--- src/common/mult_pkg.sv ---
package mult_pkg;

    // ------------------------------------------------------------------------
    // widths
    // ------------------------------------------------------------------------
    localparam int OP_W   = 32;
    localparam int PROD_W = 2 * OP_W;

    // ------------------------------------------------------------------------
    // payload types
    // ------------------------------------------------------------------------

    // operand pair at the input port.
    typedef struct packed {
        logic signed [OP_W-1:0] a;
        logic signed [OP_W-1:0] b;
    } op_t;

    // one slot of the row pipeline.
    // sum holds the running partial sum plus its carry.
    // low collects the finished product bits, newest at the top.
    typedef struct packed {
        logic                   valid;
        logic signed [OP_W-1:0] a;
        logic signed [OP_W-1:0] b;
        logic [OP_W:0]          sum;
        logic [OP_W-1:0]        low;
    } row_t;

    // signed product at the result port.
    typedef logic signed [PROD_W-1:0] res_t;

endpackage
--- src/source/mult_top.sv ---
`timescale 1ns/1ps

module mult_top #(
    parameter int OUT_DEPTH   = 4,
    parameter int OUT_CREDITS = 2
) (
    input  logic            clk,
    input  logic            arst_n,
    input  logic            op_valid,
    input  mult_pkg::op_t   op,
    output logic            op_ready,
    output logic            res_valid,
    output mult_pkg::res_t  res,
    input  logic            res_credit
);

    localparam int OP_W = mult_pkg::OP_W;

    // rows[0] comes from the feeder, rows[k] from stage k.
    mult_pkg::row_t rows [0:OP_W-1];
    logic           slot_free;

    mult_feeder #(
        .OUT_DEPTH (OUT_DEPTH)
    ) u_feeder (
        .clk       (clk),
        .arst_n    (arst_n),
        .op_valid  (op_valid),
        .op        (op),
        .op_ready  (op_ready),
        .slot_free (slot_free),
        .row_out   (rows[0])
    );

    // ------------------------------------------------------------------------
    // row stages 1 to 31
    // ------------------------------------------------------------------------
    for (genvar k = 1; k < OP_W; k++) begin : g_row
        mult_row_stage #(
            .ROW_IDX (k)
        ) u_stage (
            .clk     (clk),
            .arst_n  (arst_n),
            .row_in  (rows[k-1]),
            .row_out (rows[k])
        );
    end

    mult_drain #(
        .OUT_DEPTH   (OUT_DEPTH),
        .OUT_CREDITS (OUT_CREDITS)
    ) u_drain (
        .clk        (clk),
        .arst_n     (arst_n),
        .row_in     (rows[OP_W-1]),
        .slot_free  (slot_free),
        .res_valid  (res_valid),
        .res        (res),
        .res_credit (res_credit)
    );

endmodule

--- src/multiplier/mult_drain.sv ---
`timescale 1ns/1ps

module mult_drain #(
    parameter int OUT_DEPTH   = 4,
    parameter int OUT_CREDITS = 2
) (
    input  logic            clk,
    input  logic            arst_n,
    input  mult_pkg::row_t  row_in,
    output logic            slot_free,
    output logic            res_valid,
    output mult_pkg::res_t  res,
    input  logic            res_credit
);

    localparam int OP_W   = mult_pkg::OP_W;
    localparam int PROD_W = mult_pkg::PROD_W;
    localparam int PTR_W  = (OUT_DEPTH > 1) ? $clog2(OUT_DEPTH) : 1;
    localparam int CNT_W  = $clog2(OUT_DEPTH + 1);
    localparam int CRD_W  = $clog2(OUT_CREDITS + 1);

    // final baugh-wooley correction at the top bit.
    localparam logic [PROD_W-1:0] CORR = {1'b1, {(PROD_W-1){1'b0}}};

    mult_pkg::res_t     mem [OUT_DEPTH];
    logic [PTR_W-1:0]   wr_ptr;
    logic [PTR_W-1:0]   rd_ptr;
    logic [CNT_W-1:0]   count;
    logic [CRD_W-1:0]   credits;
    logic [PROD_W-1:0]  raw;
    mult_pkg::res_t     product;
    logic               wr_en;
    logic               send;

    function automatic logic [PTR_W-1:0] ptr_inc(input logic [PTR_W-1:0] ptr);
        if (ptr == PTR_W'(OUT_DEPTH - 1)) begin
            return '0;
        end
        return ptr + 1'b1;
    endfunction

    // ------------------------------------------------------------------------
    // product assembly
    // ------------------------------------------------------------------------
    // low[0] never received a product bit.
    assign raw     = {row_in.sum, row_in.low[OP_W-1:1]};
    assign product = raw + CORR;
    assign wr_en   = row_in.valid;

    // ------------------------------------------------------------------------
    // result buffer
    // ------------------------------------------------------------------------
    always_ff @(posedge clk) begin
        if (wr_en) begin
            mem[wr_ptr] <= product;
        end
    end

    always_ff @(posedge clk or negedge arst_n) begin
        if (!arst_n) begin
            wr_ptr <= '0;
            rd_ptr <= '0;
            count  <= '0;
        end else begin
            if (wr_en) begin
                wr_ptr <= ptr_inc(wr_ptr);
            end
            if (send) begin
                rd_ptr <= ptr_inc(rd_ptr);
            end
            if (wr_en && !send) begin
                count <= count + 1'b1;
            end else if (!wr_en && send) begin
                count <= count - 1'b1;
            end
        end
    end

    // ------------------------------------------------------------------------
    // result port, external credits
    // ------------------------------------------------------------------------
    assign send      = (count != '0) && (credits != '0);
    assign res_valid = send;
    assign res       = mem[rd_ptr];
    assign slot_free = send;

    always_ff @(posedge clk or negedge arst_n) begin
        if (!arst_n) begin
            credits <= CRD_W'(OUT_CREDITS);
        end else if (send && !res_credit) begin
            credits <= credits - 1'b1;
        end else if (!send && res_credit) begin
            credits <= credits + 1'b1;
        end
    end

endmodule

--- src/multiplier/mult_row_stage.sv ---
`timescale 1ns/1ps

module mult_row_stage #(
    parameter int ROW_IDX = 1
) (
    input  logic            clk,
    input  logic            arst_n,
    input  mult_pkg::row_t  row_in,
    output mult_pkg::row_t  row_out
);

    localparam int  OP_W     = mult_pkg::OP_W;
    localparam bit  SIGN_ROW = (ROW_IDX == OP_W - 1);

    // the b-sign row inverts everything but the top term.
    // other rows invert only the a-sign term.
    localparam logic [OP_W-1:0] INV_MASK = SIGN_ROW ? {1'b0, {(OP_W-1){1'b1}}}
                                                    : {1'b1, {(OP_W-1){1'b0}}};

    logic [OP_W-1:0] pp;
    logic [OP_W:0]   shifted;
    mult_pkg::row_t  row_d;

    // ------------------------------------------------------------------------
    // partial product of this row
    // ------------------------------------------------------------------------
    assign pp = (row_in.a & {OP_W{row_in.b[ROW_IDX]}}) ^ INV_MASK;

    // drop the finished bit and align with this row's weight.
    assign shifted = {1'b0, row_in.sum[OP_W:1]};

    // ------------------------------------------------------------------------
    // accumulate and retire one product bit
    // ------------------------------------------------------------------------
    always_comb begin
        row_d.valid = row_in.valid;
        row_d.a     = row_in.a;
        row_d.b     = row_in.b;
        row_d.sum   = shifted + {1'b0, pp};
        row_d.low   = {row_in.sum[0], row_in.low[OP_W-1:1]};
    end

    always_ff @(posedge clk or negedge arst_n) begin
        if (!arst_n) begin
            row_out.valid <= 1'b0;
        end else begin
            row_out <= row_d;
        end
    end

endmodule

--- src/multiplier/mult_feeder.sv ---
`timescale 1ns/1ps

module mult_feeder #(
    parameter int OUT_DEPTH = 4
) (
    input  logic            clk,
    input  logic            arst_n,
    input  logic            op_valid,
    input  mult_pkg::op_t   op,
    output logic            op_ready,
    input  logic            slot_free,
    output mult_pkg::row_t  row_out
);

    localparam int CNT_W = $clog2(OUT_DEPTH + 1);

    // inverts the a-sign term of row 0.
    localparam logic [mult_pkg::OP_W-1:0] SIGN_MASK = {1'b1, {(mult_pkg::OP_W-1){1'b0}}};

    logic [CNT_W-1:0]          credits;
    logic                      accept;
    logic [mult_pkg::OP_W-1:0] pp0;
    mult_pkg::row_t            row_d;

    assign op_ready = (credits != '0);
    assign accept   = op_valid && op_ready;

    // ------------------------------------------------------------------------
    // internal credits, one per drain buffer slot
    // ------------------------------------------------------------------------
    always_ff @(posedge clk or negedge arst_n) begin
        if (!arst_n) begin
            credits <= CNT_W'(OUT_DEPTH);
        end else if (accept && !slot_free) begin
            credits <= credits - 1'b1;
        end else if (!accept && slot_free) begin
            credits <= credits + 1'b1;
        end
    end

    // ------------------------------------------------------------------------
    // row 0
    // ------------------------------------------------------------------------
    assign pp0 = (op.a & {mult_pkg::OP_W{op.b[0]}}) ^ SIGN_MASK;

    always_comb begin
        row_d.valid = accept;
        row_d.a     = op.a;
        row_d.b     = op.b;
        // baugh-wooley constant one above the sign term.
        row_d.sum   = {1'b1, pp0};
        row_d.low   = '0;
    end

    always_ff @(posedge clk or negedge arst_n) begin
        if (!arst_n) begin
            row_out.valid <= 1'b0;
        end else begin
            row_out <= row_d;
        end
    end

endmodule

--- config.mk ---
export PLATFORM = sky130hd
export DESIGN_NAME = mult_top
export DESIGN_NICKNAME = d
export VERILOG_FILES = /design/src/common/mult_pkg.sv /design/src/source/mult_top.sv /design/src/multiplier/mult_drain.sv /design/src/multiplier/mult_row_stage.sv /design/src/multiplier/mult_feeder.sv
export SDC_FILE = /design/constraint.sdc
export NUM_CORES = 2
export LEC_CHECK = 0
export ABC_CLOCK_PERIOD_IN_PS = 5750
export BUFFER_PORTS_ARGS = -buffer_cell sky130_fd_sc_hd__buf_2
export CAP_MARGIN = 20
export CELL_PAD_IN_SITES_DETAIL_PLACEMENT = 1
export CELL_PAD_IN_SITES_GLOBAL_PLACEMENT = 2
export CORE_MARGIN = 4
export CORE_UTILIZATION = 48
export DETAILED_ROUTE_END_ITERATION = 10
export PLACE_DENSITY_LB_ADDON = 0.08
export SLEW_MARGIN = 10
export SYNTH_ARGS = -nofsm -noshare
export SYNTH_HDL_FRONTEND = slang
export SYNTH_SLANG_ARGS = --single-unit
--- constraint.sdc ---
create_clock -name clk -period 5.75 [get_ports clk]
set_input_delay 0.8625 -clock clk [delete_from_list [all_inputs] [get_ports clk]]
set_output_delay 0.8625 -clock clk [all_outputs]
set_load 0.05 [all_outputs]
After elaboration in Yosys (flattened, before gate mapping)
Memory sizes are Yosys's and may differ from the RTL's. Cells that the tools add are included.

Word-level logic and storage cells: 303. Flip-flop bits (word level): 3579. Output and inout port bits: 66. Memories kept: 1. Memory bits (writable): 256. Input bits: 68.

Multiplexer cells: 16. Equality and inequality tests: 2. Add/sub/neg operators: 40. Reductions and logical operators: 18. Bitwise operators: 64.

Memories: u_drain.mem (depth 4, bits a word 64, read ports 1, clocked after memory_dff 0, wr ports 1, line mult_drain.sv:25) `mult_pkg::res_t mem [OUT_DEPTH];`.

Operator list (count): $and A32 B32 Y32 (32); $add A32 B32 Y33 (31); $add A64 B64 Y64 const B (1); $not A1 Y1 (31); $not A31 Y31 (1); $mux W2 (6); $mux W3 (4); $logic_and A1 B1 Y1 (8); $reduce_bool A2 Y1 (4); $add A2 B1 Y2 const B (3); $add A3 B1 Y3 const B (2); $mux W1 (6); $reduce_bool A3 Y1 (2); $sub A3 B1 Y3 const B (2); $eq A2 B2 Y1 const B (2); $logic_not A1 Y1 (4); $sub A2 B1 Y2 const B (1).

Logic depth before layout (Yosys ltp)
Depth after elaboration: 6. Mapped depth: 15. Depth with buffers taken out: 14.

By module
From an unflattened synthesis, not the netlist that was laid out.

Cell total of the unflattened synthesis: 13342. Area, all modules: 194987.0 sq um.

By module, submodules not included: mult_row_stage (g_row[22].u_stage ...) (cells each 397, seq. area each 3898.7 sq um, area each 5776.8 sq um, times used 11); mult_row_stage (g_row[13].u_stage ...) (cells each 437, seq. area each 3898.7 sq um, area each 6004.5 sq um, times used 9); mult_row_stage (g_row[5].u_stage ...) (cells each 394, seq. area each 3898.7 sq um, area each 5736.8 sq um, times used 4); mult_row_stage (g_row[10].u_stage ...) (cells each 431, seq. area each 3898.7 sq um, area each 5993.2 sq um, times used 3); mult_drain (cells each 380, seq. area each 7913.8 sq um, area each 9755.6 sq um, times used 1); mult_row_stage (g_row[21].u_stage) (cells each 442, seq. area each 3898.7 sq um, area each 6030.8 sq um, times used 1); mult_row_stage (g_row[4].u_stage) (cells each 391, seq. area each 3898.7 sq um, area each 5796.8 sq um, times used 1); mult_row_stage (g_row[9].u_stage) (cells each 387, seq. area each 3898.7 sq um, area each 5695.5 sq um, times used 1); mult_row_stage (g_row[31].u_stage) (cells each 390, seq. area each 3898.7 sq um, area each 5640.4 sq um, times used 1); mult_feeder (cells each 183, seq. area each 2984.1 sq um, area each 3555.9 sq um, times used 1).

Worst setup path before layout
OpenSTA, ideal clock, no wires.

Path kind: register -> register. Start: register g_row[2].u_stage.row_out[68] (netlist bit). End: register g_row[3].u_stage.row_out[62] (netlist bit) (data pin). Cell stages (with the launch flop): 14. Slack: 2.170 ns. Path buffers: 0. Period minus slack after synthesis: 3.580 ns. Arrival: 3.323 ns. Library setup time: 0.258 ns. Data required time: 5.492 ns. Cells stage by stage: edfxtp_1 > and2_1 > ha_1 > fa_1 > a211oi_1 > o21ai_0 > a2111oi_1 > or3_1 > a21oi_1 > o41a_1 > or3_1 > o21ai_0 > o21ai_1 > xnor2_1.

RTL lines: start, declared (line mult_row_stage.sv:9) `output mult_pkg::row_t row_out`; start signal, assigned (line mult_row_stage.sv:47) `row_out <= row_d;`; end signal, assigned (line mult_row_stage.sv:47); end, declared (line mult_row_stage.sv:9).

==> results.md <==
* Worst Path Max Fanout at 32
* Number of synthesized flops with an enable pin at 3295
* Sink Count at 3339
* Starting DRT DRC Count at 5564
* Actual slew at the worst max-slew pin at 1.01 ns
* I/O pins at 134
* Syn Inst Count at 11100
* Period utilization at 88.1%
* Critical Path Source Type: register
* Combinational share of power at 30.2%
* Simple logic cell fraction of the synthesized area at 9.42%
* Clk pwr share at 27.3%
* Syn_nets at 12200
* Routability cong. at 0.849
* Hold Crit Class: in -> reg
* Post-synth top area share at 63.8%
* Yosys cell types at 85
* Hold Crit Depth at 1
* RSZ-0062 raised after global routing: no
* Leak at 66.8 nW
* CTS buffer count at 358
* Net Switching at 0.0271 W
* Net Sw Frac at 32.1%
* Cell with the most instances after synthesis: edfxtp_1
* Vias at 88500
* Core area at 321000 µm²
* Adder-Cell Fraction of Synth Area at 8.51%
* Share of layout cells above drive strength 1 at 7.46%
* Final nets at 12500
* YS warnings at 0
* Cell area power density at 487 nW/µm²
* Worst Path Arrival at 5.71 ns
* Yosys reg bits at 3339
* Count of input and output buffers at 133
* Clk slew on worst S/H paths at 0.06 ns
* P&R area growth vs syn at 11.6%
* Htree depth at 5
* Routed Antenna Nets at 0
* Min Tclk post-route at 5.06 ns
* Drt drc at 0
* Final setup fails at 0
* F_max at 0.197 GHz
* Register area share after synthesis at 64.5%
* Multiplexer share of the synthesized area at 0.943%
* CTS tree: done
* Post-DP HPWL at 237000 µm
* First-pass GRT wire length at 532000 µm
* Crit path kind: reg -> reg
* Total Routing Usage GR at 19.9%
* Die height at 576 µm
* Area leader, netlist: edfxtp_1
* Setup crit start: g_row[1].u_stage.row_out[67]
* Setup TNS at 0 ns
* Final Hold Viols at 0
* Post_cts resized at 0
* Post-CTS setup buffers at 0
* Mean number of vias per cell at 5.52
* FF-to-FF Start: g_row[1].u_stage.row_out[67]
* Die area at 332000 µm²
* TritonRoute pass-1 iters at 7
* # rows at 208
* Hold path startpoint: op[10]
* Synth area leaders: edfxtp_1 (64%), ha_1 (8.1%), and2_1 (4.1%), xnor2_1 (3.3%), a21oi_1 (2.7%)
* Most common library cells after synthesis: edfxtp_1 (3295), and2_1 (1010), ha_1 (1002)
* FF+latch area at 100000 µm²
* Compound-Gate Fraction of Synth Area at 10.9%
* MaxCap Viol Count at 0
* Initial core utilization at 48.2%
* Synthesized area at 155000 µm²
* WL per Instance at 20.7 µm
* Cell internal pwr at 0.0571 W
* Die X at 576 µm
* Largest net degree at the start of global routing at 168
* Async SR Flop Fraction at 1.32%
* Most used DFF post-synth: edfxtp_1
* Initial antenna violation count at 11
* Peak VDD IR at 0.473 mV
* Total congestion overflow at 0
* Setup crit end kind: register
* Relative slew slack at 33.0%
* Cts hold-fix bufs at 0
* Vias in the first global route at 93700
* Main combinational cell family by area after synthesis: compound AO/OA/AOI/OAI gates
* Clk Latency, worst-skew pair at 0.93 ns
* Multi-input logic area at 53600 µm²
* Worst path required time at 6.40 ns
* Max Slew Vio Count at 0
* Seq pwr share at 42.5%
* Clock root buffer: clkbuf_16
* Run status: finished clean
* Average size of a mapped cell at 14.0 µm²
* Fillers at 31100
* Detailed-route wire length at 333000 µm
* Hold Slack at 0.122 ns
* R2R depth at 14
* Synth Area in XOR/XNOR at 4.80%
* Longest Clk Path Bufs at 4
* Final setup skew at 0.0512 ns
## stage by stage
stage                     worst slack (ns)  instance area (µm²)  power [W]  utilization [%]  cells
final                                0.686               173000     0.0842             53.8  16000
after global routing                 0.314               173000     0.0895             53.8  16000
after CTS                            0.634               173000     0.0853             53.8  16000
after detailed placement             0.655               161000     0.0616             50.2  15400
after global placement               0.699               161000     0.0608             50.2  15400
after floorplan                       2.17               155000     0.0542                -  11100
## per-layer routing
metal,share of wire [%],routed length (µm),global-route usage [%]
met1,46,154000,27.8
met2,47,158000,32.8
met3,3.7,12400,2.84
met4,2.6,8490,5.05
met5,0.013,43,0
## power groups by stage
stage	registers [W]	clock network, W	logic [W]
6_report	0.0358	0.0230	0.0254
5_1_grt	0.0363	0.0249	0.0284
4_1_cts	0.0359	0.0238	0.0255
3_5_place_dp	0.0364	0	0.0253
3_3_place_gp	0.0362	0	0.0246
2_1_floorplan	0.0348	0	0.0193
## kinds of logic (layout without fill, tap and decap cells)
group	after synthesis	count (layout)
AOI/OAI and AO/OA	2613	2613
xor gates and xnor gates	850	850
adders and majority gates	1035	1035
buffers and inverters	381	1065
DFF	3339	3339
muxes	66	66
other	0	3
and+or+nand+nor	2766	2766
## area by class of cell
| class | instances | area share (%) |
|---|---|---|
| inverter | 192 | 0.417 |
| clock buffer | 421 | 5.39 |
| multi-input combinational | 7330 | 31.0 |
| tap | 4305 | 3.11 |
| sequential | 3339 | 57.8 |
| clock inverter | 234 | 1.38 |
| timing repair buffer | 218 | 0.914 |
| antenna | 3 | 0.00434 |
## cells in the final DEF, fill, tap and decap left out, drive strengths merged, types with 70 or more instances in the layout
| cell | netlist | routed |
|---|---|---|
| nor3 | 114 | 114 |
| and3 | 108 | 108 |
| nand3 | 155 | 155 |
| nand2 | 474 | 474 |
| buf | 10 | 218 |
| inv | 192 | 212 |
| nand4 | 83 | 83 |
| o21a | 140 | 140 |
| and2 | 1010 | 1010 |
| nand2b | 92 | 92 |
| xnor2 | 589 | 589 |
| clkbuf | 179 | 421 |
| o21ai | 447 | 447 |
| ha | 1002 | 1002 |
| a211oi | 70 | 70 |
| clkinv | 0 | 154 |
| nor2 | 514 | 514 |
| a31oi | 79 | 79 |
| nor2b | 99 | 99 |
| edfxtp | 3295 | 3295 |
| a21oi | 839 | 839 |
| xor2 | 261 | 261 |
| o21bai | 101 | 101 |
| a21o | 528 | 528 |
## flip-flops by register name, summed over array words and instances (netlist names)
name	count
u_drain.credits	2
u_drain.count	3
u_drain.wr_ptr	2
u_feeder.credits	3
g_row.u_stage.row_out	2975
u_drain.rd_ptr	2
u_feeder.row_out	96
u_drain.mem	256
## path summary, 6_finish.rpt
path / end / slack (ns)
hold / removal: u_feeder.row_out[75] / 0.12
max in group asynchronous: g_row[1].u_stage.row_out[129] / 4.17
setup / recovery: g_row[2].u_stage.row_out[62] / 0.69
min in group asynchronous: u_feeder.row_out[129] / 0.96
hold reg to reg: g_row[2].u_stage.row_out[129] / 0.33
setup reg to reg: g_row[2].u_stage.row_out[62] / 0.69
## worst max-delay path: stages, from the launching register on
cell and delay (ns):
edfxtp_1 0.75, and2_1 0.30, ha_1 0.21, fa_1 0.46, a211oi_2 0.28, o21ai_0 0.22
a2111oi_0 0.85, buf_4 0.25, or3_1 0.16, a21oi_1 0.12, o41a_1 0.46, or3_1 0.33
o21ai_1 0.13, o21ai_0 0.13, xor2_1 0.16
Note: power is estimated with default switching activity, not from simulation.
